### src/include/pit_cfg.svh
// Fixed 8253 register map with three 16-bit channels; other values are not supported by the RTL
`ifndef PIT_CFG_SVH
`define PIT_CFG_SVH

// Channels in the timer
`define PIT_NUM_CH 3

// Counter width in bits
`define PIT_CNT_W 16

// Control register address, channels sit at 0 to 2
`define PIT_ADDR_CTRL 3

`endif

### src/rtl/pit_pkg.sv
// Types for the 8253-style timer; control word layout follows the original part, BCD bit unused
package pit_pkg;

  // Host request, held stable while req is high
  typedef struct packed {
    logic [1:0] addr;
    logic       we;
    logic [7:0] wdata;
  } pit_bus_req_t;

  // Only the kept counting modes have names
  typedef enum logic [2:0] {
    MODE0 = 3'd0,
    MODE2 = 3'd2,
    MODE3 = 3'd3
  } pit_mode_t;

  // Access mode, LATCH doubles as the counter latch code
  typedef enum logic [1:0] {
    LATCH   = 2'd0,
    LSB     = 2'd1,
    MSB     = 2'd2,
    LSB_MSB = 2'd3
  } pit_rw_t;

  // Mode-setting view of a control word
  typedef struct packed {
    logic [1:0] sc;
    pit_rw_t    rw;
    logic [2:0] mode;
    logic       bcd;
  } pit_mode_word_t;

  // Counter latch view of a control word
  typedef struct packed {
    logic [1:0] sc;
    logic [1:0] latch_code;
    logic [3:0] unused;
  } pit_latch_word_t;

  typedef union packed {
    pit_mode_word_t  mode_word;
    pit_latch_word_t latch_word;
  } pit_ctrl_word_u;

  // One-cycle command to a single channel
  typedef struct packed {
    logic       wr_count;
    logic       rd_count;
    logic       mode_wr;
    logic       latch;
    pit_rw_t    rw;
    pit_mode_t  mode;
    logic [7:0] data;
  } pit_ch_cmd_t;

endpackage

### src/rtl/pit_bus_if.sv
// Four-phase slave port; control words with modes 1, 4, 5 or select 3 are dropped, addr 3 reads 0
`include "pit_cfg.svh"

module pit_bus_if import pit_pkg::*; (
  input  logic                                  CLK,
  input  logic                                  LOAD,
  input  logic                                  req,
  input  pit_bus_req_t                          bus_req,
  output logic                                  ack,
  output logic [7:0]                            rdata,
  output pit_ch_cmd_t [`PIT_NUM_CH-1:0]         ch_cmd,
  input  logic        [`PIT_NUM_CH-1:0][7:0]    rd_byte
);

  localparam int         NUM_CH    = `PIT_NUM_CH;
  localparam logic [1:0] ADDR_CTRL = `PIT_ADDR_CTRL;

  pit_ctrl_word_u cw;
  pit_mode_t      mode_v;
  logic           access;
  logic           ctrl_wr;
  logic           is_latch;
  logic           mode_ok;
  logic [7:0]     rd_sel;

  // Access happens at the first edge with req high and ack low
  assign access  = req && !ack;
  assign ctrl_wr = access && bus_req.we && (bus_req.addr == ADDR_CTRL);

  assign cw       = bus_req.wdata;
  assign is_latch = (cw.mode_word.rw == LATCH);
  // Modes 6 and 7 alias 2 and 3 as on the original part
  assign mode_ok  = (cw.mode_word.mode == 3'd0) || cw.mode_word.mode[1];

  always_comb
  begin
    case (cw.mode_word.mode[1:0])
      2'b10:   mode_v = MODE2;
      2'b11:   mode_v = MODE3;
      default: mode_v = MODE0;
    endcase
  end

  // Per-channel commands, valid only on the access cycle
  always_comb
  begin
    ch_cmd = '0;
    for (int i = 0; i < NUM_CH; i++)
    begin
      ch_cmd[i].rw   = cw.mode_word.rw;
      ch_cmd[i].mode = mode_v;
      ch_cmd[i].data = bus_req.wdata;
      if (access && (bus_req.addr == 2'(i)))
      begin
        ch_cmd[i].wr_count = bus_req.we;
        ch_cmd[i].rd_count = !bus_req.we;
      end
      if (ctrl_wr && is_latch && (cw.latch_word.sc == 2'(i)))
        ch_cmd[i].latch = 1'b1;
      if (ctrl_wr && !is_latch && mode_ok && (cw.mode_word.sc == 2'(i)))
        ch_cmd[i].mode_wr = 1'b1;
    end
  end

  // Read byte of the addressed channel, zero for the control address
  always_comb
  begin
    rd_sel = 8'h00;
    for (int i = 0; i < NUM_CH; i++)
    begin
      if (bus_req.addr == 2'(i))
        rd_sel = rd_byte[i];
    end
  end

  always_ff @(posedge CLK or posedge LOAD)
  begin
    if (LOAD)
    begin
      ack   <= 1'b0;
      rdata <= 8'h00;
    end
    else if (access)
    begin
      ack   <= 1'b1;
      rdata <= bus_req.we ? 8'h00 : rd_sel;
    end
    else if (!req)
      ack <= 1'b0;
  end

endmodule

### src/rtl/pit_channel.sv
// One timer channel; a count write before any control word is ignored, BCD is not supported
`include "pit_cfg.svh"

module pit_channel import pit_pkg::*; (
  input  logic        CLK,
  input  logic        LOAD,
  input  pit_ch_cmd_t cmd,
  output logic [7:0]  rd_byte,
  input  logic        cnt_en,
  input  logic        gate,
  output logic        out
);

  localparam int W = `PIT_CNT_W;

  pit_mode_t      mode_q;
  pit_rw_t        rw_q;
  pit_mode_t      cnt_mode;
  logic           wr_msb;
  logic           rd_msb;
  logic           latched;
  logic           load_req;
  logic           last_rd;
  logic           take_latch;
  logic [W-1:0]   count_reg;
  logic [W-1:0]   latch_val;
  logic [W-1:0]   live_count;
  logic [W-1:0]   rd_src;

  // Count is complete after one byte, or after the MSB in two-byte mode
  assign load_req = cmd.wr_count &&
                    ((rw_q == LSB) || (rw_q == MSB) || ((rw_q == LSB_MSB) && wr_msb));

  // Last byte of a read releases a held latch
  assign last_rd = cmd.rd_count && ((rw_q != LSB_MSB) || rd_msb);

  // A second latch command is ignored until the first is read out
  assign take_latch = cmd.latch && !latched;

  // The counter must see the new mode on the edge of its own control write
  assign cnt_mode = cmd.mode_wr ? cmd.mode : mode_q;

  always_ff @(posedge CLK or posedge LOAD)
  begin
    if (LOAD)
    begin
      mode_q  <= MODE0;
      rw_q    <= LATCH;
      wr_msb  <= 1'b0;
      rd_msb  <= 1'b0;
      latched <= 1'b0;
    end
    else if (cmd.mode_wr)
    begin
      mode_q  <= cmd.mode;
      rw_q    <= cmd.rw;
      wr_msb  <= 1'b0;
      rd_msb  <= 1'b0;
      latched <= 1'b0;
    end
    else
    begin
      if (cmd.wr_count && (rw_q == LSB_MSB))
        wr_msb <= !wr_msb;
      if (cmd.rd_count && (rw_q == LSB_MSB))
        rd_msb <= !rd_msb;
      if (take_latch)
        latched <= 1'b1;
      else if (last_rd)
        latched <= 1'b0;
    end
  end

  // Count register and latch snapshot
  always_ff @(posedge CLK)
  begin
    if (take_latch)
      latch_val <= live_count;
    if (cmd.wr_count)
    begin
      case (rw_q)
        LSB:     count_reg <= {8'h00, cmd.data};
        MSB:     count_reg <= {cmd.data, 8'h00};
        LSB_MSB:
        begin
          if (wr_msb)
            count_reg[15:8] <= cmd.data;
          else
            count_reg[7:0] <= cmd.data;
        end
        default: ;
      endcase
    end
  end

  assign rd_src = latched ? latch_val : live_count;

  // Read byte follows the programmed byte order
  always_comb
  begin
    case (rw_q)
      MSB:     rd_byte = rd_src[15:8];
      LSB_MSB: rd_byte = rd_msb ? rd_src[15:8] : rd_src[7:0];
      default: rd_byte = rd_src[7:0];
    endcase
  end

  pit_down_counter i_cnt (
    .CLK        (CLK),
    .LOAD       (LOAD),
    .mode       (cnt_mode),
    .mode_set   (cmd.mode_wr),
    .load_req   (load_req),
    .reload_val (count_reg),
    .cnt_en     (cnt_en),
    .gate       (gate),
    .count      (live_count),
    .out        (out)
  );

endmodule

### src/rtl/pit_down_counter.sv
// Down counter for modes 0, 2 and 3; counts of 0 or 1 in modes 2 and 3 are outside the model
`include "pit_cfg.svh"

module pit_down_counter import pit_pkg::*; (
  input  logic                  CLK,
  input  logic                  LOAD,
  input  pit_mode_t             mode,
  input  logic                  mode_set,
  input  logic                  load_req,
  input  logic [`PIT_CNT_W-1:0] reload_val,
  input  logic                  cnt_en,
  input  logic                  gate,
  output logic [`PIT_CNT_W-1:0] count,
  output logic                  out
);

  localparam int           W   = `PIT_CNT_W;
  localparam logic [W-1:0] ONE = W'(1);
  localparam logic [W-1:0] TWO = W'(2);

  logic         load_pend;
  logic         running;
  logic         gate_q;
  logic         gate_rise;
  logic         rise_pend;
  logic         first_load;
  logic         term;
  logic         reload_now;
  logic         take_new;
  logic [W-1:0] reload_q;
  logic [W-1:0] base;

  // Mode 3 half periods, counted in steps of 2
  function automatic logic [W-1:0] half_hi(input logic [W-1:0] v);
    return v + {{(W-1){1'b0}}, v[0]};
  endfunction

  function automatic logic [W-1:0] half_lo(input logic [W-1:0] v);
    return {v[W-1:1], 1'b0};
  endfunction

  assign rise_pend  = gate_rise || (gate && !gate_q);
  // First count after a control word, or any count in mode 0
  assign first_load = cnt_en && load_pend && (!running || (mode == MODE0));
  assign term       = ((mode == MODE2) && (count == ONE)) ||
                      ((mode == MODE3) && (count == TWO) && !out);
  assign reload_now = cnt_en && running && gate && (mode != MODE0) && (rise_pend || term);
  // Later writes in modes 2 and 3 wait for a reload
  assign take_new   = first_load || (reload_now && load_pend);
  assign base       = take_new ? reload_val : reload_q;

  always_ff @(posedge CLK)
  begin
    if (take_new)
      reload_q <= reload_val;
  end

  always_ff @(posedge CLK or posedge LOAD)
  begin
    if (LOAD)
    begin
      count     <= '0;
      out       <= 1'b0;
      load_pend <= 1'b0;
      running   <= 1'b0;
      gate_q    <= 1'b0;
      gate_rise <= 1'b0;
    end
    else
    begin
      gate_q <= gate;
      // Gate rise is held until a tick consumes it
      if (!gate || cnt_en)
        gate_rise <= 1'b0;
      else if (!gate_q)
        gate_rise <= 1'b1;

      if (mode_set)
      begin
        out       <= (mode != MODE0);
        running   <= 1'b0;
        load_pend <= 1'b0;
      end
      else
      begin
        if (load_req)
          load_pend <= 1'b1;
        else if (take_new)
          load_pend <= 1'b0;

        if (first_load)
        begin
          count   <= (mode == MODE3) ? half_hi(reload_val) : reload_val;
          out     <= (mode != MODE0);
          running <= 1'b1;
        end
        else if (cnt_en && running)
        begin
          case (mode)
            MODE2:
            begin
              if (!gate)
                out <= 1'b1;
              else if (reload_now)
              begin
                count <= base;
                out   <= 1'b1;
              end
              else
              begin
                count <= count - 1'b1;
                if (count == TWO)
                  out <= 1'b0;
              end
            end
            MODE3:
            begin
              if (!gate)
                out <= 1'b1;
              else if (reload_now)
              begin
                count <= half_hi(base);
                out   <= 1'b1;
              end
              else if (count == TWO)
              begin
                count <= half_lo(reload_q);
                out   <= 1'b0;
              end
              else
                count <= count - TWO;
            end
            default:
            begin
              // Mode 0 wraps after terminal count with out held high
              if (gate)
              begin
                count <= count - 1'b1;
                if (count == ONE)
                  out <= 1'b1;
              end
            end
          endcase
        end
      end
    end
  end

endmodule

### src/rtl/pit_top.sv
// Three-channel timer top; cnt_en and gate are taken as synchronous to CLK
`include "pit_cfg.svh"

module pit_top import pit_pkg::*; (
  input  logic                   CLK,
  input  logic                   LOAD,
  input  logic                   req,
  input  pit_bus_req_t           bus_req,
  output logic                   ack,
  output logic [7:0]             rdata,
  input  logic [`PIT_NUM_CH-1:0] cnt_en,
  input  logic [`PIT_NUM_CH-1:0] gate,
  output logic [`PIT_NUM_CH-1:0] out
);

  pit_ch_cmd_t [`PIT_NUM_CH-1:0]      ch_cmd;
  logic        [`PIT_NUM_CH-1:0][7:0] rd_byte;

  pit_bus_if i_bus (
    .CLK     (CLK),
    .LOAD    (LOAD),
    .req     (req),
    .bus_req (bus_req),
    .ack     (ack),
    .rdata   (rdata),
    .ch_cmd  (ch_cmd),
    .rd_byte (rd_byte)
  );

  pit_channel i_ch0 (
    .CLK     (CLK),
    .LOAD    (LOAD),
    .cmd     (ch_cmd[0]),
    .rd_byte (rd_byte[0]),
    .cnt_en  (cnt_en[0]),
    .gate    (gate[0]),
    .out     (out[0])
  );

  pit_channel i_ch1 (
    .CLK     (CLK),
    .LOAD    (LOAD),
    .cmd     (ch_cmd[1]),
    .rd_byte (rd_byte[1]),
    .cnt_en  (cnt_en[1]),
    .gate    (gate[1]),
    .out     (out[1])
  );

  pit_channel i_ch2 (
    .CLK     (CLK),
    .LOAD    (LOAD),
    .cmd     (ch_cmd[2]),
    .rd_byte (rd_byte[2]),
    .cnt_en  (cnt_en[2]),
    .gate    (gate[2]),
    .out     (out[2])
  );

endmodule

### config.mk
export PLATFORM = sky130hd
export DESIGN_NAME = pit_top
export DESIGN_NICKNAME = d
export VERILOG_FILES = /design/src/rtl/pit_pkg.sv /design/src/rtl/pit_bus_if.sv /design/src/rtl/pit_channel.sv /design/src/rtl/pit_down_counter.sv /design/src/rtl/pit_top.sv
export VERILOG_INCLUDE_DIRS = /design/src /design/src/include
export SDC_FILE = /design/constraint.sdc
export NUM_CORES = 1
export LEC_CHECK = 0
export BUFFER_PORTS_ARGS = -buffer_cell sky130_fd_sc_hd__buf_2
export CORE_UTILIZATION = 58
export DETAILED_ROUTE_END_ITERATION = 12
export PLACE_DENSITY_LB_ADDON = 0.25
export REMOVE_ABC_BUFFERS = 1
export SLEW_MARGIN = 20
export SYNTH_ARGS = -nofsm -noshare
export SYNTH_HDL_FRONTEND = slang
export SYNTH_HIERARCHICAL = 1
export SYNTH_SLANG_ARGS = --single-unit
### constraint.sdc
create_clock -name CLK -period 4.2 [get_ports CLK]
set_input_delay 0.84 -clock CLK [delete_from_list [all_inputs] [get_ports CLK]]
set_output_delay 0.84 -clock CLK [all_outputs]
set_load 0.03 [all_outputs]
Word level (Yosys, flattened, before mapping)
Index checks and enable logic that the tools add are counted.
- word-level logic and storage cells: 421
- input port bits: 20
- register bits after elaboration: 240
- output and inout bits: 12
- eq/ne operators: 44
- $add $sub $neg: 12
- reductions and logical operators: 176
- bitwise logic cells: 3
- mux-type cells: 139
- operators with widths (kind ; count):
    16-bit two-way mux ; 33
    16-bit case mux with 3 select lines ; 3
    8-bit two-way mux ; 13
    16-bit by 1-bit adder with 16-bit output ; 6
    16-bit case mux with 2 select lines ; 3
    1-bit two-way mux ; 77
    1-bit logical AND ; 66
    16-bit by 1-bit == test with 1-bit output, second input constant ; 3
    16-bit by 2-bit == test with 1-bit output, second input constant ; 3
    8-bit case mux with 2 select lines ; 3
    16-bit by 1-bit subtractor with 16-bit output, second input constant ; 3
    16-bit by 2-bit subtractor with 16-bit output, second input constant ; 3
    3-bit nonzero test ; 15
    2-bit nonzero test ; 15
    1-bit logical OR ; 28
    3-bit AND reduction ; 9
    1-bit logical NOT ; 24
    4-bit nonzero test ; 6
    2-bit == test, second input constant ; 11
    3-bit by 2-bit == test with 1-bit output, second input constant ; 6
    6-bit by 2-bit != test with 1-bit output, second input constant ; 3
    2-bit by 1-bit != test with 1-bit output, second input constant ; 7
    3-bit logical NOT ; 4
    2-bit != test, second input constant ; 6
    8 further kinds ; 24

Depth between registers and ports, before layout
- depth after elaboration: 24
- gate-level depth with buffers: 18
- mapped depth without buffers: 12

Hierarchy
The synthesis kept the hierarchy.
- by module, submodules not included (module ; area each (um^2) ; instances ; sequential area each (um^2) ; cells each):
    pit_down_counter at i_ch0.i_cnt ... ; 3691.0 ; 2 ; 845.8 ; 478
    pit_channel ; 1757.9 ; 3 ; 1161.1 ; 117
    pit_down_counter at i_ch2.i_cnt ; 3704.8 ; 1 ; 845.8 ; 484
    pit_bus_if ; 920.9 ; 1 ; 225.2 ; 104

Least setup slack after synthesis
No wires, ideal clock.
- path kind: input -> register
- from: input port bus_req[9] in the netlist's numbering
- to: register i_ch0.i_cnt.count[0]
- setup slack: -585 ps
- library setup time: 125 ps
- data required time: 4075 ps
- stages: 16
- arrival time: 4661 ps
- buffers on the path: 5
- path through: buf_2 -> buf_4 -> nand2_1 -> nor4_1 -> buf_2 -> mux2_2 -> or3_1 -> clkbuf_1 -> and2_1 -> a31oi_4 -> and2_4 -> buf_6 -> mux2_4 -> a22oi_2 -> o21ai_1 -> mux2_2
- RTL lines (item ; RTL line ; text):
    from (decl) ; pit_top.sv:8 ; input pit_bus_req_t bus_req,
    to (signal assigned) ; pit_down_counter.sv:93 ; count <= (mode == MODE3) ? half_hi(reload_val) : reload_val;
    to (signal assigned) ; pit_down_counter.sv:106 ; count <= base;
    to (signal assigned) ; pit_down_counter.sv:111 ; count <= count - 1'b1;
    to (decl) ; pit_down_counter.sv:13 ; output logic [`PIT_CNT_W-1:0] count,

==> flow_summary.toml <==
[outcome]
status = "finished, final reports clean"

[power]
power_frac_comb_pct = 39.8
switching_share_pct = 40.66
power_frac_clock_pct = 22.5
p_leak_nw = 7.354
p_int_mw = 6.230
switchingPower_mw = 4.269
power_frac_seq_pct = 37.7
irDropWorstVdd_v = 0.0003374
powerDensity_nw_per_um2 = 545.9

[clock_tree]
clock_path_buffers = 3
cts_inserted_buffers = 27
cts_hold_buf = 0
cts_sinks = 240
path_clk_slew_ns = 0.06
post_cts_buffers = 0
cts_tree = "yes"
h-tree-depth = 1
cts_resized = 0
insertion_delay_ns = 0.55
ctsRootBufferMaster = "clkbuf_16"

[critical_path]
slowest_stage = "or3_1"
max_stage_delay_ns = 0.44
crit_path_end_kind = "flop"
timing.reg2reg.setup_slack_ns = 0.35
path_cells = "and3b_1 > o221ai_1 > nor2_1 > buf_4 > mux2_2 > or3_1 > a21o_1 > o21a_4 > a21oi_4 > buf_12 > mux2_2 > or3_1 > o211ai_1 > o21ai_0"
r2r_cells = 14
cp-endpoint = "i_ch2/i_cnt/count[13]$_DFFE_PP0P_"
crit_start = "i_bus/ack$_DFFE_PP0P_"
crit_type = "reg -> reg"
reg2reg_to = "i_ch2/i_cnt/count[13]$_DFFE_PP0P_"
critPathLaunchType = "flop"
r2r-start = "i_bus/ack$_DFFE_PP0P_"
cp.required_ns = 4.62
worstPathArrival_ns = 4.28
cp_max_fo = 7

[sta]
finalCritPeriodShare_pct = 91.78
slew_viol_final = 0
tightest_slew_ns = 1.065
setup_viol = 0
slew_headroom_pct = 28.82
rsz0062_at_grt = "false"
max_freq_mhz = 259.4
skew_ns = 0.009718
period_needed_ns = 3.855
hold_viol = 0

[synth]
seq_area_frac_synth_pct = 36.14
synth_edf_count = 96
post-synth-top-area-cell = "edfxtp_1"
synth-async-reset-ratio_pct = 40.00
netlist_instances = 1895
synth_ff_type = "edfxtp_1"
syn_area_sq_um = 17280
synth_cell_types = 97
yosysTopAreaCellShare_pct = 16.68
ys_ff_latch = 240
synthTopCellsByCount = "nand2_1, nor2_1, a21oi_1"
synth_warnings = 6
synth_area_leaders = "edfxtp_1, dfrtp_1, dfxtp_1"
yosysMostFrequentCell = "nand2_1"
postSynthAreaPerCell_sq_um = 9.120

[placement]
dpl.hpwl_mm = 40.98
port-buffer-count = 31
place_congestion = 0.9899
dpl_cell_area_sq_um = 18360

[detailed_routing]
via_count = 15630
drc = 0
antenna_left = 0
firstDrtPassIters = 6
drt-total-wl_mm = 54.95
drt-initial-drc-count = 1723
routedWlPerCell_um = 23.08
routed_via_density = 6.563

[global_routing]
antenna_found_initial = 1
grt.met3_usage_pct = 5.896
grt_pass1_wl_mm = 86.40
globalRouteOverflowTotal = 0
met2_usage_pct = 57.57
met1_usage_pct = 48.93
grtUsageTotal_pct = 36.08
grt_busiest_layer = "met2"
grt_max_degree = 27
first_global_vias = 15180

[min_path]
hold_class = "in -> async"

[job]
max_cap_violations = 0

[floorplanning]
dieWidth_um = 174.6
initial_utilization_pct = 59.57
die_y_um = 174.6
core_sq_um = 29010
die-area_sq_um = 30490
io-pin-count = 32
rows = 62

[layout]
post-route-util_pct = 66.29
drive_gt1_share_pct = 18.14
fin_nets = 2022
area_growth_pct = 11.29
final_area_sq_um = 19230
==> kinds of logic (layout without fill, tap and decap cells) <==
kind of cell / count (synthesis) / count (layout) / share of synthesized area (%)
AND/OR/NAND/NOR: 629 / 629 / 19.69
AO/OA/AOI/OAI: 495 / 495 / 19.75
flip-flops: 240 / 240 / 36.14
buffers and inverters: 220 / 319 / 6.741
XOR/XNOR: 157 / 157 / 7.957
multiplexers: 126 / 126 / 7.740
adder cells (fa/ha/maj): 27 / 27 / 1.955
other: 1 / 4 / 0.02170
==> worst min path at each step <==
stage / start / to / cells after the start
global route: LOAD / i_ch2/wr_msb$_DFFE_PP0P_ / 2
floorplan: i_ch2/i_cnt/gate_q$_DFF_PP0_ / i_ch2/i_cnt/gate_rise$_DFFE_PP0P_ / 1
CTS: LOAD / i_ch2/wr_msb$_DFFE_PP0P_ / 2
global placement: i_ch2/i_cnt/gate_q$_DFF_PP0_ / i_ch2/i_cnt/gate_rise$_DFFE_PP0P_ / 1
detailed placement: i_ch2/i_cnt/gate_q$_DFF_PP0_ / i_ch2/i_cnt/gate_rise$_DFFE_PP0P_ / 1
finish: LOAD / i_ch2/wr_msb$_DFFE_PP0P_ / 2
==> critical path, delay by kind of cell (launching register included) <==
family | cells | cell delay, ns
DFF | 1 | 0.40
buffers and inverters | 2 | 0.33
and+or+nand+nor | 4 | 1.22
muxes | 2 | 0.74
AOI/OAI and AO/OA | 6 | 1.04
==> layer usage <==
layer	vias up	share of wire, %
met5	-	0
li1	7060	-
met1	7563	41
met4	0	4.1
met2	858	46
met3	145	9.3
==> cells in the final DEF (no fill, tap or decap), types with 19 or more instances in the layout <==
cell type and instances:
and2_1 56, nor2b_1 26, xnor2_1 87, o221ai_1 21
a211oi_1 23, a21oi_1 115, mux2_2 34, o211ai_1 22
buf_4 174, edfxtp_1 96, nand3_1 62, buf_2 31
inv_1 58, nor3_1 32, clkbuf_16 27, and3_1 19
o22ai_1 58, nor2_1 117, dfxtp_1 48, o21ai_0 84
nand2_1 153, ha_1 27, mux2i_1 83, nand2b_1 29
dfrtp_1 96, xor2_1 70
==> cell type report <==
type	count	area, sq um
inverter	61	229.0
fill	2397	9779
sequential	240	6246
tap	384	480.5
antenna	1	2.502
timing repair buffer	208	1521
clock buffer	35	725.7
clock inverter	15	143.9
multi-input combinational	1437	9884
==> power by group through the flow <==
| stage | clock, mW | combinational (mW) | sequential (mW) |
|---|---|---|---|
| final | 2.36 | 4.18 | 3.96 |
| after global routing | 2.48 | 4.51 | 4.03 |
| after CTS | 2.38 | 4.08 | 3.92 |
| after detailed placement | 0 | 4.05 | 3.96 |
| after global placement | 0 | 3.97 | 3.94 |
| after floorplan | 0 | 2.66 | 3.81 |
==> metrics by stage <==
step                total power, mW  setup TNS (ns)  worst slack [ns]  hold slack [ns]  std cells
detailed placement            8.018          -1.302           -0.1573           0.4421       2330
global placement              7.912         -0.6112           -0.1306           0.4374       2330
floorplan                     6.467          -44.65            -1.396           0.4160       1738
finish                        10.50               0            0.3451           0.3359       2381
CTS                           10.39               0            0.3660           0.3171       2380
global route                  11.02               0            0.1090           0.3551       2380
(Power assumes the default switching activity.)
